### config.mk
export PLATFORM = sky130hd
export DESIGN_NAME = axi_ls_bridge
export DESIGN_NICKNAME = d
export VERILOG_FILES = /design/src/axi_pkg.sv /design/src/ls_pkg.sv /design/src/axi_ls_bridge.sv
export VERILOG_INCLUDE_DIRS = /design/src /design/src/src
export SDC_FILE = /design/constraint.sdc
export NUM_CORES = 1
export LEC_CHECK = 0
export ABC_AREA = 1
export BUFFER_PORTS_ARGS = -buffer_cell sky130_fd_sc_hd__buf_4
export CAP_MARGIN = 20
export CORE_ASPECT_RATIO = 0.5
export CORE_MARGIN = 5
export CORE_UTILIZATION = 25
export DETAILED_ROUTE_END_ITERATION = 8
export GPL_ROUTABILITY_DRIVEN = 0
export GPL_TIMING_DRIVEN = 0
export PLACE_DENSITY_LB_ADDON = 0.25
export SYNTH_ARGS = -nofsm -noshare
export SYNTH_HDL_FRONTEND = slang
export SYNTH_SLANG_ARGS = --single-unit
### constraint.sdc
create_clock -name clock -period 24.8 [get_ports clock]
set_clock_uncertainty 0.1 [all_clocks]
set_input_delay 2.48 -clock clock [delete_from_list [all_inputs] [get_ports clock]]
set_output_delay 2.48 -clock clock [all_outputs]
set_load 0.03 [all_outputs]
### src/ls_config.svh
`ifndef LS_CONFIG_SVH
`define LS_CONFIG_SVH

// core data width and core address width
`define LS_XLEN 64

// axi side widths
`define LS_AXI_ADDR_W 32
`define LS_AXI_ID_W 4

// memory depth in 64-bit words (2 KiB from address zero)
`define LS_MEM_WORDS 256

`endif

### src/axi_pkg.sv
`include "ls_config.svh"

package axi_pkg;

    // write address layout shared with the read address
    typedef struct packed {
        logic [`LS_AXI_ADDR_W-1:0] addr;
        logic [2:0]                prot;
        logic [`LS_AXI_ID_W-1:0]   id;
        logic [7:0]                len;     // beats minus one
        logic [2:0]                size;
        logic [1:0]                burst;
        logic                      lock;
        logic [3:0]                cache;
        logic [3:0]                qos;
        logic [3:0]                region;
    } axi_aw_t;

    typedef axi_aw_t axi_ar_t;

    typedef struct packed {
        logic [`LS_XLEN-1:0]   data;
        logic [`LS_XLEN/8-1:0] strb;
        logic                  last;
    } axi_w_t;

    typedef struct packed {
        logic [1:0]              resp;
        logic [`LS_AXI_ID_W-1:0] id;
    } axi_b_t;

    typedef struct packed {
        logic [`LS_XLEN-1:0]     data;
        logic [1:0]              resp;
        logic                    last;
        logic [`LS_AXI_ID_W-1:0] id;
    } axi_r_t;

    localparam logic [1:0] AXI_RESP_OKAY   = 2'b00;
    localparam logic [1:0] AXI_RESP_SLVERR = 2'b10;
    localparam logic [1:0] AXI_BURST_INCR  = 2'b01;
    localparam logic [2:0] AXI_PROT_DATA   = 3'b000;  // unprivileged, secure, data
    localparam logic [3:0] AXI_CACHE_NONCACHE = 4'b0000;
    localparam logic [3:0] AXI_CACHE_WB_ALLOC = 4'b1111;
    localparam logic [`LS_AXI_ID_W-1:0] AXI_BRIDGE_ID = 'd1;

endpackage

### src/ls_pkg.sv
`include "ls_config.svh"

package ls_pkg;

    // held store request from the core
    typedef struct packed {
        logic [`LS_XLEN-1:0]   addr;
        logic [`LS_XLEN-1:0]   data;
        logic [`LS_XLEN/8-1:0] mask;    // one bit per byte lane
    } ls_wr_req_t;

    // load result back to the core
    typedef struct packed {
        logic [`LS_XLEN-1:0] data;
        logic                err;
    } ls_rd_rsp_t;

endpackage

### src/axi_ls_bridge.sv
`timescale 1ns/100ps
`include "ls_config.svh"

module axi_ls_bridge
    import axi_pkg::*;
    import ls_pkg::*;
(
    input  logic                clock,
    input  logic                reset,
    // core store side
    input  logic                wr_valid_i,
    input  ls_wr_req_t          wr_req_i,
    output logic                wr_ok_o,
    output logic                wr_err_o,
    // core load side
    input  logic                rd_valid_i,
    input  logic [`LS_XLEN-1:0] rd_addr_i,
    output logic                rd_ready_o,
    output ls_rd_rsp_t          rd_rsp_o,
    // axi master
    output logic                aw_valid_o,
    input  logic                aw_ready_i,
    output axi_aw_t             aw_o,
    output logic                w_valid_o,
    input  logic                w_ready_i,
    output axi_w_t              w_o,
    input  logic                b_valid_i,
    output logic                b_ready_o,
    input  axi_b_t              b_i,
    output logic                ar_valid_o,
    input  logic                ar_ready_i,
    output axi_ar_t             ar_o,
    input  logic                r_valid_i,
    output logic                r_ready_o,
    input  axi_r_t              r_i
);

    localparam logic [2:0] AXI_SIZE_FULL = 3'($clog2(`LS_XLEN / 8));

    typedef enum logic [1:0] {w_idle, w_aw_wait, w_w_wait, w_b_wait} wr_state_t;
    typedef enum logic [1:0] {r_idle, r_ar_wait, r_r_wait, r_done} rd_state_t;

    wr_state_t           w_state;
    wr_state_t           w_next;
    ls_wr_req_t          wr_req_q;      // request in flight
    logic                wr_done;       // b seen for this request
    logic                wr_err_q;
    logic                wr_issue;
    logic                wr_addr_hit;
    logic                b_fire;

    rd_state_t           r_state;
    rd_state_t           r_next;
    logic [`LS_XLEN-1:0] rd_addr_q;
    logic [`LS_XLEN-1:0] rd_data_q;
    logic                rd_err_q;
    logic                rd_issue;
    logic                rd_addr_hit;
    logic                r_fire;

    assign wr_addr_hit = (wr_req_i.addr == wr_req_q.addr);
    assign rd_addr_hit = (rd_addr_i == rd_addr_q);
    assign b_fire      = b_valid_i & b_ready_o;
    assign r_fire      = r_valid_i & r_ready_o;

    // write side issues aw then w and waits for b
    always_comb begin
        w_next   = w_state;
        wr_issue = 1'b0;
        case (w_state)
            w_idle: begin
                if (wr_valid_i) begin
                    w_next   = w_aw_wait;
                    wr_issue = 1'b1;
                end
            end
            w_aw_wait: if (aw_ready_i) w_next = w_w_wait;
            w_w_wait:  if (w_ready_i) w_next = w_b_wait;
            w_b_wait: begin
                if (wr_done && !wr_valid_i) begin
                    w_next = w_idle;
                end else if (wr_done && !wr_addr_hit) begin
                    w_next   = w_aw_wait;     // new address while held
                    wr_issue = 1'b1;
                end
            end
            default: w_next = w_idle;
        endcase
    end

    always_comb begin
        r_next   = r_state;
        rd_issue = 1'b0;
        case (r_state)
            r_idle: begin
                if (rd_valid_i) begin
                    r_next   = r_ar_wait;
                    rd_issue = 1'b1;
                end
            end
            r_ar_wait: if (ar_ready_i) r_next = r_r_wait;
            r_r_wait:  if (r_fire) r_next = r_done;
            r_done: begin
                if (!rd_valid_i) begin
                    r_next = r_idle;
                end else if (!rd_addr_hit) begin
                    r_next   = r_ar_wait;
                    rd_issue = 1'b1;
                end
            end
            default: r_next = r_idle;
        endcase
    end

    always_ff @(posedge clock or negedge reset) begin
        if (!reset) begin
            w_state <= w_idle;
            r_state <= r_idle;
            wr_done <= 1'b0;
        end else begin
            w_state <= w_next;
            r_state <= r_next;
            if (w_next != w_b_wait) begin
                wr_done <= 1'b0;
            end else if (b_fire) begin
                wr_done <= 1'b1;
            end
        end
    end

    always_ff @(posedge clock) begin
        if (wr_issue) wr_req_q <= wr_req_i;
        if (b_fire) wr_err_q <= (b_i.resp != AXI_RESP_OKAY);
        if (rd_issue) rd_addr_q <= rd_addr_i;
        if (r_fire) begin
            rd_data_q <= r_i.data;
            rd_err_q  <= (r_i.resp != AXI_RESP_OKAY);
        end
    end

    // single beat, full width, fixed id
    always_comb begin
        aw_o       = '0;
        aw_o.addr  = wr_req_q.addr[`LS_AXI_ADDR_W-1:0];
        aw_o.prot  = AXI_PROT_DATA;
        aw_o.id    = AXI_BRIDGE_ID;
        aw_o.size  = AXI_SIZE_FULL;
        aw_o.burst = AXI_BURST_INCR;
        aw_o.cache = AXI_CACHE_WB_ALLOC;
        ar_o       = aw_o;
        ar_o.addr  = rd_addr_q[`LS_AXI_ADDR_W-1:0];
        ar_o.cache = AXI_CACHE_NONCACHE;
        w_o.data   = wr_req_q.data;
        w_o.strb   = wr_req_q.mask;
        w_o.last   = 1'b1;
    end

    assign aw_valid_o = (w_state == w_aw_wait);
    assign w_valid_o  = (w_state == w_w_wait);
    assign b_ready_o  = (w_state == w_b_wait) & ~wr_done & b_valid_i;
    assign ar_valid_o = (r_state == r_ar_wait);
    assign r_ready_o  = (r_state == r_r_wait) & r_valid_i;

    // completion only while the same address is held
    assign wr_ok_o    = (w_state == w_b_wait) & wr_done & wr_valid_i & wr_addr_hit;
    assign wr_err_o   = wr_ok_o & wr_err_q;
    assign rd_ready_o = (r_state == r_done) & rd_valid_i & rd_addr_hit;
    assign rd_rsp_o   = rd_ready_o ? ls_rd_rsp_t'{data: rd_data_q, err: rd_err_q} : '0;

endmodule

# Yosys cells after proc, flatten, opt, wreduce, memory -nomap -nowiden
# Index checks and enable logic that the tools add are counted.
[classes]
eq_ne = 13
mux = 23
bitwise_logic = 12
reduce_logical = 10
[ops]
columns = ["op", "n"]
rows = [
  ["$eq 64x64->1", 2],
  ["$mux 65", 1],
  ["$mux 2", 10],
  ["$pmux 2 s4", 2],
  ["$and 1x1->1", 11],
  ["$eq 2x2->1 const B", 4],
  ["$mux 1", 8],
  ["$ne 2x2->1 const B", 3],
  ["$reduce_bool 2->1", 3],
  ["$eq 2x1->1 const B", 2],
  ["$logic_not 2->1", 2],
  ["$pmux 1 s2", 2],
  ["$reduce_and 4->1", 1],
  ["$ne 3x3->1 const B", 1],
  ["$logic_and 1x1->1", 2],
  ["$logic_not 1->1", 2],
  ["$ne 2x1->1 const B", 1],
  ["$not 1->1", 1],
]
[totals]
regBits = 271
output_inout_bits = 276

# Logic depth before layout (Yosys ltp)
# Gate-level depths: netlist of the first run.
[depth]
word_depth = 8
ltp_mapped = 16
depth_no_buf = 16

# Least setup slack after synthesis of the first run
# No wires, ideal clock.
[synth_timing]
kind = "input port to flip-flop"
startpoint = "input port wr_req_i[91] (netlist bit)"
endpoint = "register wr_req_q, in the netlist aw_o[33], enable pin"
setup_time_ns = 0.677
arrival_ns = 9.576
path_slack_ns = 14.447
cell_stages = 11
n_path_buf = 0
path_cell_list = "nand2_1 inv_1 nor2_1 nor2_1 nand2_1 nor2_1 nand2_1 nor2_1 nand2_1 nand4_1 a21oi_1"
[synth_between]
elab_chain_len = 6
[synth_rtl]
columns = ["item", "line", "source"]
rows = [
  ["start, declared", "axi_ls_bridge.sv:12", "input ls_wr_req_t wr_req_i,"],
  ["$eq 64x64->1", "axi_ls_bridge.sv:61", "assign wr_addr_hit = (wr_req_i.addr == wr_req_q.addr);"],
  ["$logic_not 1->1", "axi_ls_bridge.sv:82", "end else if (wr_done && !wr_addr_hit) begin"],
  ["$logic_and 1x1->1", "axi_ls_bridge.sv:82", ""],
  ["$mux 1", "axi_ls_bridge.sv:82", ""],
  ["$mux 1", "axi_ls_bridge.sv:80", "if (wr_done && !wr_valid_i) begin"],
  ["$pmux 1 s2", "axi_ls_bridge.sv:70", "case (w_state)"],
  ["via wr_issue", "axi_ls_bridge.sv:48", "logic wr_issue;"],
  ["end signal, assigned", "axi_ls_bridge.sv:132", "if (wr_issue) wr_req_q <= wr_req_i;"],
  ["end, declared", "axi_ls_bridge.sv:45", "ls_wr_req_t wr_req_q;"],
]
# The timed path passes the listed nets, and every way through them passes these cells.
# A chain may end at the register's enable or synchronous reset.

==> impl_metrics.py, run 1 <==
metrics = {
    "status": {
        "status": "complete, no violations",
    },
    "detailed_routing": {
        "drtAntennaViolNets": 0,
        "wire_per_inst_um": 15.2,
        "wirelength_um": 36900,
        "drc_errors": 0,
        "num_vias": 8688,
        "via_per_inst": 3.58,
        "drt_iter0_markers": 378,
        "dr.pass1.iters": 4,
    },
    "worst_setup_path": {
        "startpoint_type": "input port",
        "end_kind": "primary output",
        "critPathMostFrequentCell": "buf_4",
        "cpMaxStageDelayCell": "buf_4",
        "slowest_delay_ns": 0.22,
        "cpLargestDelayFamily": "simple AND/OR/NAND/NOR gates",
        "crit_required_ns": 22.22,
        "cp.arrival_ns": 4.32,
        "worstPathCellList": "buf_4 -> xor2_1 -> nor3b_1 -> nand3_1 -> nor2_1 -> nand2_1 -> nor2_2 -> nand3_2 -> buf_4 -> buf_6 -> nor2_2 -> buf_4",
        "critPathKind": "input port to primary output",
        "cp_max_fo": 10,
        "crit_buf_inv": 4,
    },
    "yosys": {
        "ys_ff_latch": 271,
        "syn_avg_cell_area_um2": 11.3,
        "yosysSeqAreaShare_pct": 63.9,
        "yosysWarningCount": 0,
        "synthCells": 1123,
        "synth.distinct_cells": 26,
        "netlist_area_um2": 12700,
    },
    "die": {
        "io_pins": 562,
        "core_um2": 50200,
        "dieArea_um2": 55700,
        "rows": 58,
        "die_w_um": 329,
        "die_y_um": 169,
        "initial_core_util_pct": 25.3,
    },
    "run": {
        "drv_cap": 0,
    },
    "placement": {
        "io_buffer_count": 485,
        "dp_hpwl_um": 29900,
    },
    "cells_and_area": {
        "drive_above_1_share_pct": 45.1,
        "fillCellCount": 5036,
        "final_nets": 2009,
        "final_common_cell": "buf_4",
        "synthToLayoutAreaGrowth_pct": 47.3,
        "final_cell_mix": "buf_4 (689), edfxtp_1 (266), inv_1 (178)",
    },
    "power": {
        "peakVddDrop_uv": 44.6,
        "powerDensity_nw_per_um2": 86.8,
        "p_total_w": 0.00162,
        "leakage_nw": 8.72,
    },
    "sta": {
        "worst_pin_slew_ns": 0.885,
        "slew_headroom_pct": 41.0,
        "hold_viol": 0,
        "setup_viol": 0,
        "rsz0062_at_grt": "no",
        "slew_viol_final": 0,
        "fin_setup_tns_ns": 0,
        "layout_min_cycle_time_ns": 6.90,
        "max_clock_freq_ghz": 0.145,
        "fin_crit_sh_pct": 27.8,
    },
    "clocking": {
        "ctsRootBufferMaster": "clkbuf_16",
        "htreeDepth": 1,
        "hold_buffers": 0,
        "insertion_delay_ns": 0.55,
        "clock_path_buffers": 3,
        "cts_made_buffers": 29,
        "cts_resized": 0,
        "post-cts-setup-buffers": 0,
        "path_clk_slew_ns": 0.05,
        "cts_sinks": 271,
        "tritoncts": "done",
    },
    "grt": {
        "grt_first_pass_wirelength_um": 52200,
        "antenna_found_initial": 3,
        "track_usage_pct": 12.3,
        "grt_pass1_vias": 8690,
        "overflow": 0,
        "grt_max_degree": 67,
    },
    "min_path": {
        "min_path_type": "register to register",
    },
}
==> state kept, by name (all words and copies together), names as in the netlist, 2 cells and up <==
signal / count
aw_o: 32
rd_addr_q: 64
w_o: 72
r_state: 2
wr_req_q: 32
rd_data_q: 64
w_state: 2
==> synthesized netlist by cell type, drive strengths merged <==
| master | instances | area [um^2] |
|---|---|---|
| o311a | 1 | 10.0 |
| inv | 180 | 676 |
| xor2 | 12 | 105 |
| nand2 | 175 | 657 |
| o21ai | 5 | 25.0 |
| or2 | 2 | 12.5 |
| nand3 | 6 | 35.0 |
| nand4 | 9 | 56.3 |
| buf | 207 | 1570 |
| clkbuf | 3 | 11.3 |
| o22ai | 1 | 6.26 |
| o2111ai | 6 | 52.6 |
| ha | 10 | 125 |
| nor3b | 3 | 22.5 |
| xnor2 | 54 | 473 |
| dfrtp | 5 | 125 |
| nor3 | 1 | 5.00 |
| edfxtp | 266 | 7990 |
| nor2 | 171 | 717 |
| conb | 2 | 7.51 |
| a21oi | 4 | 20.0 |
==> report_power, final <==
group          internal (W)  switching (W)  leakage [nW]
Combinational      0.000210       0.000274          5.74
Sequential         0.000625      0.0000380          2.50
Clock              0.000286       0.000190         0.487
Total               0.00112       0.000502          8.72
==> worst min-delay path, cell delays in order, from the launching register on <==
cell,delay (ns)
dfrtp_1,0.39
nand2_1,0.07
o21ai_1,0.06
==> layout make-up <==
type | count | area, um^2 | area share, %
diodes | 3 | 7.51 | 0.0401
plain buffers | 210 | 1580 | 8.43
clock buffers | 34 | 744 | 3.98
clock inverters | 17 | 265 | 1.42
inverters | 180 | 678 | 3.63
multi-input cells | 527 | 2600 | 13.9
flip-flops and latches | 271 | 8110 | 43.4
well taps | 690 | 863 | 4.62
repair buffers | 494 | 3860 | 20.6
==> through the flow <==
step                instance area (um^2)  hold WS [ns]  util (%)  instances  setup WS (ns)
finish                             18700         0.456      37.2       2426          17.90
global route                       18700         0.497      37.2       2426          17.71
CTS                                18700         0.465      37.2       2423          17.88
detailed placement                 17700         0.452      35.2       2372          17.88
global placement                   17400         0.454      34.7       2363           9.89
floorplan                          12900         0.410         -       1188          14.45
==> path summary, 6_finish.rpt <==
path	start	to	slack, ns	cells after the start
setup / recovery	rd_addr_i[6]	rd_rsp_o[63]	17.90	12
hold / removal	r_state[0]	r_state[0]	0.46	2
setup reg to reg	aw_o[52]	w_o[63]	21.86	15
hold reg to reg	r_state[0]	r_state[0]	0.46	2
max in group asynchronous	reset	r_state[0]	22.83	1
min in group asynchronous	reset	w_state[1]	1.64	1
==> cell families after synthesis <==
family                   count (synthesis)  share of synthesized area [%]
other                                    2                         0.0592
flip-flops                             271                           63.9
XOR/XNOR                                66                           4.55
AO/OA/AOI/OAI                           17                          0.897
AND/OR/NAND/NOR                        367                           11.9
buffers and inverters                  390                           17.7
adder cells (fa/ha/maj)                 10                          0.986
==> metal layers <==
layer  global-route usage (%)  vias to the layer above  wire length [um]
li1                         -                     4460                 -
met1                     12.2                     4042             12400
met2                     26.0                      132             22200
met3                     1.97                       54              1270
met4                     3.80                        0              1060
met5                        0                        -                 0
Note: power is estimated with default switching activity, not from simulation.
==> run 2, diff against run 1 <==
--- a/config.mk
+++ b/config.mk
@@ -6,7 +6,7 @@
 export SDC_FILE = /design/constraint.sdc
 export NUM_CORES = 1
 export LEC_CHECK = 0
-export ABC_AREA = 1
+export ABC_AREA = 0
 export BUFFER_PORTS_ARGS = -buffer_cell sky130_fd_sc_hd__buf_4
 export CAP_MARGIN = 20
 export CORE_ASPECT_RATIO = 0.5
==> constraint.sdc (replaced) <==
create_clock -name clock -period 6.1 [get_ports clock]
set_clock_uncertainty 0.1 [all_clocks]
set_input_delay 0.61 -clock clock [delete_from_list [all_inputs] [get_ports clock]]
set_output_delay 0.61 -clock clock [all_outputs]
set_load 0.03 [all_outputs]
==> run 2 against run 1 <==
  * Critical path depth down 4
  * Sequential power rose to 4.1 times the previous value
  * Final cell count down 16%
  * Clock power rose to 4.2 times the previous value
  * Cell area down 4.4%
  * Largest cell class unchanged
  * Largest power group unchanged
==> impl_metrics.py, run 2 <==
metrics = {
    "status": {
        "status": "complete, no violations",
    },
    "clocking": {
        "ctsRootBufferMaster": "clkbuf_16",
        "htreeDepth": 1,
        "insertion_delay_ns": 0.56,
        "hold_buffers": 1,
        "cts_resized": 0,
        "path_clk_slew_ns": 0.07,
        "clock_path_buffers": 3,
        "cts_made_buffers": 28,
        "cts_sinks": 271,
        "tritoncts": "done",
        "post-cts-setup-buffers": 0,
    },
    "detailed_routing": {
        "wirelength_um": 36900,
        "via_per_inst": 3.79,
        "dr.pass1.iters": 4,
        "wire_per_inst_um": 18.1,
        "num_vias": 7693,
        "drt_iter0_markers": 442,
        "drc_errors": 0,
        "drtAntennaViolNets": 0,
    },
    "yosys": {
        "synth-simple-area-share_pct": 6.56,
        "synthTopCellsByArea": "edfxtp_1 (67%), buf_4 (13%), xnor2_1 (9.4%)",
        "synth_flop_cell": "edfxtp_1",
        "synth_top_cell_by_area": "edfxtp_1",
        "synth_top_family_by_area": "buffers and inverters",
        "synth_xor_area_share_pct": 9.44,
        "synth_edf_count": 266,
        "synthMostInstantiatedCell": "edfxtp_1",
        "synth.distinct_cells": 29,
        "synthCells": 776,
        "ys_ff_latch": 271,
        "synthMuxAreaShare_pct": 0.0948,
        "synth_common_cells": "edfxtp_1 (266), buf_4 (204), xnor2_1 (128)",
        "ys_async_sr_fraction_pct": 1.85,
        "synthAdderAreaFrac_pct": 1.05,
        "yosysSeqAreaShare_pct": 68.3,
        "syn_avg_cell_area_um2": 15.3,
        "synth_top_area_share_pct": 67.2,
        "synth_compound_gate_area_share_pct": 0.853,
        "netlist_area_um2": 11900,
        "yosysWarningCount": 0,
    },
    "cells_and_area": {
        "instances_no_fill": 2031,
        "fin_util_pct": 38.1,
        "final_nets": 1666,
        "synthToLayoutAreaGrowth_pct": 50.5,
        "drive_above_1_share_pct": 54.6,
        "postLayoutCellArea_um2": 17900,
        "final_cell_mix": "buf_4 (689), edfxtp_1 (266), xnor2_1 (128)",
        "final_common_cell": "buf_4",
        "largest_reg_flops": 72,
    },
    "worst_setup_path": {
        "worstSetupStartpoint": "rd_addr_q[31]",
        "cpMaxStageDelayCell": "nor4_1",
        "cp_max_fo": 10,
        "crit_buf_inv": 2,
        "worstPathCellList": "xnor2_1 -> nand4_1 -> nor4_1 -> nand4_1 -> nor2_1 -> clkbuf_1 -> and2_1 -> buf_4",
        "cpLargestDelayFamily": "simple AND/OR/NAND/NOR gates",
        "cp.arrival_ns": 3.51,
        "startpoint_type": "register",
        "path_depth": 8,
        "crit_required_ns": 5.39,
        "slowest_delay_ns": 0.55,
        "critPathMostFrequentCell": "nand4_1",
        "critPathKind": "register to primary output",
        "end_kind": "primary output",
        "reg2reg_from": "aw_o[52]",
        "rr_worst_depth": 10,
    },
    "grt": {
        "antenna_found_initial": 2,
        "overflow": 0,
        "grt_pass1_vias": 8174,
        "grt_max_degree": 67,
        "track_usage_pct": 12.8,
        "grt_first_pass_wirelength_um": 50800,
    },
    "placement": {
        "io_buffer_count": 485,
        "placed_cell_area_um2": 16800,
        "dp_cells": 1977,
        "dp_hpwl_um": 30100,
    },
    "power": {
        "leakage_nw": 7.43,
        "p_total_w": 0.00679,
        "peakVddDrop_uv": 179,
        "powerDensity_nw_per_um2": 380,
    },
    "sta": {
        "fin_crit_sh_pct": 69.2,
        "slew_viol_final": 0,
        "rsz0062_at_grt": "no",
        "max_clock_freq_ghz": 0.237,
        "fin_setup_tns_ns": 0,
        "setup_viol": 0,
        "worst_pin_slew_ns": 0.996,
        "slew_headroom_pct": 33.3,
        "layout_min_cycle_time_ns": 4.22,
        "hold_viol": 0,
    },
    "min_path": {
        "hold_start": "wr_req_i[44]",
        "min_path_type": "input port to register",
        "min_path_cells": 1,
    },
    "run": {
        "drv_cap": 0,
    },
    "die": {
        "dieArea_um2": 52200,
        "core_um2": 46900,
        "io_pins": 562,
        "rows": 56,
        "initial_core_util_pct": 25.3,
        "die_y_um": 164,
        "die_w_um": 318,
    },
}
==> run 2: cell families after synthesis <==
family          count (synthesis)
simple gates                  128
xor+xnor                      128
other cells                     2
buf+inv                       219
compound gates                 17
flops                         271
fa+ha+maj                      10
mux                             1
==> run 2: layer usage <==
metal | part of all wire, % | track usage, %
met1 | 34 | 14.0
met5 | 0 | 0
met3 | 5.6 | 2.83
met2 | 58 | 25.2
met4 | 2.6 | 3.32
==> run 2: report_power, final <==
group          switching [W]  total, W  leakage (nW)  internal, W
Sequential          0.000181   0.00275          2.51      0.00257
Clock               0.000784   0.00200         0.511      0.00121
Combinational        0.00112   0.00204          4.41     0.000919
Total                0.00209   0.00679          7.43      0.00470
==> run 2: layout make-up <==
class	instances	area, um^2
plain buffers	210	1590
inverters	9	33.8
multi-input cells	351	2410
clock inverters	21	325
flip-flops and latches	271	8110
clock buffers	31	733
well taps	638	798
fillers	4501	29000
repair buffers	499	3880
diodes	1	2.50
==> run 2: final timing paths <==
check / endpoint / slack, ns
max: rd_rsp_o[13] / 1.88
min: w_o[45] / 0.12
max reg2reg: aw_o[42] / 2.76
min reg2reg: r_state[1] / 0.52
max in group asynchronous: w_state[0] / 5.43
min in group asynchronous: w_state[1] / 0.33
==> run 2: metrics by stage <==
stage / hold slack [ns] / worst slack [ns]
6_report: 0.124 / 1.88
5_1_grt: 0.0785 / 1.58
4_1_cts: 0.0745 / 1.85
3_5_place_dp: 0.337 / 2.20
3_3_place_gp: 0.335 / -2.48
2_1_floorplan: 0.214 / 0.0522
==> run 2: worst register-to-register path, stage by stage, from the launching register on <==
cell and delay, ns:
edfxtp_1 0.42, xnor2_1 0.17, nand4_1 0.19, nor4_1 0.63, nand4_1 0.39, a31oi_1 0.38, nor3b_4 0.13, buf_8 0.19
buf_16 0.18, buf_16 0.17, buf_8 0.16
==> run 3, diff against run 2 <==
--- a/config.mk
+++ b/config.mk
@@ -6,7 +6,7 @@
 export SDC_FILE = /design/constraint.sdc
 export NUM_CORES = 1
 export LEC_CHECK = 0
-export ABC_AREA = 0
+export ABC_AREA = 1
 export BUFFER_PORTS_ARGS = -buffer_cell sky130_fd_sc_hd__buf_4
 export CAP_MARGIN = 20
 export CORE_ASPECT_RATIO = 0.5
==> constraint.sdc (replaced) <==
create_clock -name clock -period 4.06 [get_ports clock]
set_clock_uncertainty 0.1 [all_clocks]
set_input_delay 0.406 -clock clock [delete_from_list [all_inputs] [get_ports clock]]
set_output_delay 0.406 -clock clock [all_outputs]
set_load 0.03 [all_outputs]
==> run 3 against run 2 <==
  * Cell area grew 19%
  * Sequential share of layout area fell by 7.2 points
  * Register-to-register slack worse by 1.3 ns
  * Clock power increased by 32%
  * Worst setup slack got worse by 1.1 ns
  * Global-route usage decreased by 0.058 points
  * Non-clock buffer count grew 259
==> impl_metrics.py, run 3 (synthesis results as in run 1) <==
metrics = {
    "cells_and_area": {
        "final_nets": 2273,
        "final_common_cell": "buf_4",
        "synthToLayoutAreaGrowth_pct": 67.2,
        "final_cell_mix": "buf_4 (689), edfxtp_1 (266), dlygate4sd3_1 (265)",
        "fillCellCount": 4878,
        "seq_area_um2": 8110,
        "largest_reg_flops": 72,
        "drive_above_1_share_pct": 38.9,
        "multiInputGateArea_um2": 2600,
    },
    "sta": {
        "rsz0062_at_grt": "no",
        "fin_crit_sh_pct": 80.3,
        "setup_ws_ns": 0.801,
        "slew_headroom_pct": 40.0,
        "layout_min_cycle_time_ns": 3.26,
        "hold_viol": 0,
        "worst_pin_slew_ns": 0.900,
        "whs_ns": 0.0406,
        "setup_viol": 0,
        "max_clock_freq_ghz": 0.307,
        "slew_viol_final": 0,
    },
    "die": {
        "dieArea_um2": 55700,
        "core_um2": 50200,
        "rows": 58,
        "die_w_um": 329,
        "io_pins": 562,
        "die_y_um": 169,
        "initial_core_util_pct": 25.3,
    },
    "power": {
        "leakage_nw": 9.77,
        "sw_frac_of_total_pct": 31.5,
        "powerDensity_nw_per_um2": 464,
        "peakVddDrop_uv": 228,
        "intPower_w": 0.00675,
        "power_switching_w": 0.00311,
        "p_clk_share_pct": 26.8,
        "p_comb_share_pct": 32.1,
        "seqPwrFrac_pct": 41.1,
    },
    "worst_setup_path": {
        "critPathKind": "input port to primary output",
        "end_kind": "primary output",
        "startpoint_type": "input port",
        "cp_max_fo": 10,
        "cp.arrival_ns": 2.75,
        "crit_required_ns": 3.55,
        "rrSetupSlack_ns": 1.47,
    },
    "status": {
        "status": "complete, no violations",
    },
    "clocking": {
        "hold_buffers": 265,
        "tritoncts": "done",
        "htreeDepth": 1,
        "cts_made_buffers": 29,
        "ctsRootBufferMaster": "clkbuf_16",
        "post-cts-setup-buffers": 0,
        "insertion_delay_ns": 0.55,
        "cts_resized": 0,
        "cts_sinks": 271,
        "clock_path_buffers": 3,
        "path_clk_slew_ns": 0.06,
    },
    "grt": {
        "antenna_found_initial": 7,
        "track_usage_pct": 12.8,
        "overflow": 0,
        "grt_pass1_vias": 10000,
        "grt_first_pass_wirelength_um": 55400,
        "grt_max_degree": 67,
    },
    "placement": {
        "io_buffer_count": 485,
        "pre_cts_ws_ns": 1.34,
        "dp_hpwl_um": 29400,
    },
    "detailed_routing": {
        "wire_per_inst_um": 14.2,
        "drt_iter0_markers": 409,
        "drc_errors": 0,
        "drtAntennaViolNets": 0,
        "wirelength_um": 38200,
        "num_vias": 9801,
        "via_per_inst": 3.64,
        "dr.pass1.iters": 4,
    },
    "run": {
        "drv_cap": 0,
    },
    "min_path": {
        "min_path_type": "input port to register",
    },
}
## run 3: metrics by stage
stage | utilization (%) | cells | setup TNS (ns) | power, W | cell area, um^2
after floorplan | - | 1188 | 0 | 0.00595 | 13000
after global placement | 34.8 | 2363 | -251.62 | 0.00697 | 17500
after detailed placement | 35.2 | 2371 | 0 | 0.00708 | 17700
after CTS | 42.2 | 2687 | 0 | 0.0100 | 21200
after global routing | 42.3 | 2694 | 0 | 0.0104 | 21200
final | 42.3 | 2694 | 0 | 0.00985 | 21200
## run 3: layer usage
| metal | track usage (%) | wire (um) | vias up |
|---|---|---|---|
| li1 | - | - | 4989 |
| met1 | 12.6 | 13100 | 4603 |
| met2 | 27.0 | 22800 | 137 |
| met3 | 1.81 | 1060 | 72 |
| met4 | 4.26 | 1210 | 0 |
| met5 | 0 | 0 | - |
## run 3: cell type report
cell class / count / area share [%]
inverters: 180 / 3.19
plain buffers: 210 / 7.43
clock buffers: 38 / 3.58
diodes: 7 / 0.0825
repair buffers: 758 / 30.5
flip-flops and latches: 271 / 38.2
multi-input cells: 527 / 12.2
clock inverters: 13 / 0.672
well taps: 690 / 4.07
## run 3: worst paths after layout
path                                from            to  depth (start not counted)
max                        rd_addr_i[30]  rd_rsp_o[39]                         13
min                               b_i[4]      wr_err_q                          2
max reg2reg                     aw_o[52]      aw_o[52]                         13
min reg2reg                   r_state[1]    r_state[1]                          2
max in group asynchronous          reset    r_state[0]                          2
min in group asynchronous          reset    w_state[1]                          2
## run 3: power groups by stage
stage / Combinational, W / Clock [W] / Sequential [W]
6_report: 0.00316 / 0.00264 / 0.00405
5_1_grt: 0.00340 / 0.00288 / 0.00411
3_3_place_gp: 0.00279 / 0 / 0.00418
4_1_cts: 0.00321 / 0.00276 / 0.00405
3_5_place_dp: 0.00298 / 0 / 0.00411
2_1_floorplan: 0.00185 / 0 / 0.00410
## run 3: critical path: stages
cell and delay [ns]:
dlygate4sd3_1 0.54, buf_4 0.14, xor2_1 0.13, nor3b_1 0.19, nand3_1 0.09, nor2_1 0.09
nand2_1 0.08, nor2_2 0.19, nand3_2 0.13, buf_4 0.21, buf_6 0.16, nor2_2 0.17
buf_4 0.20
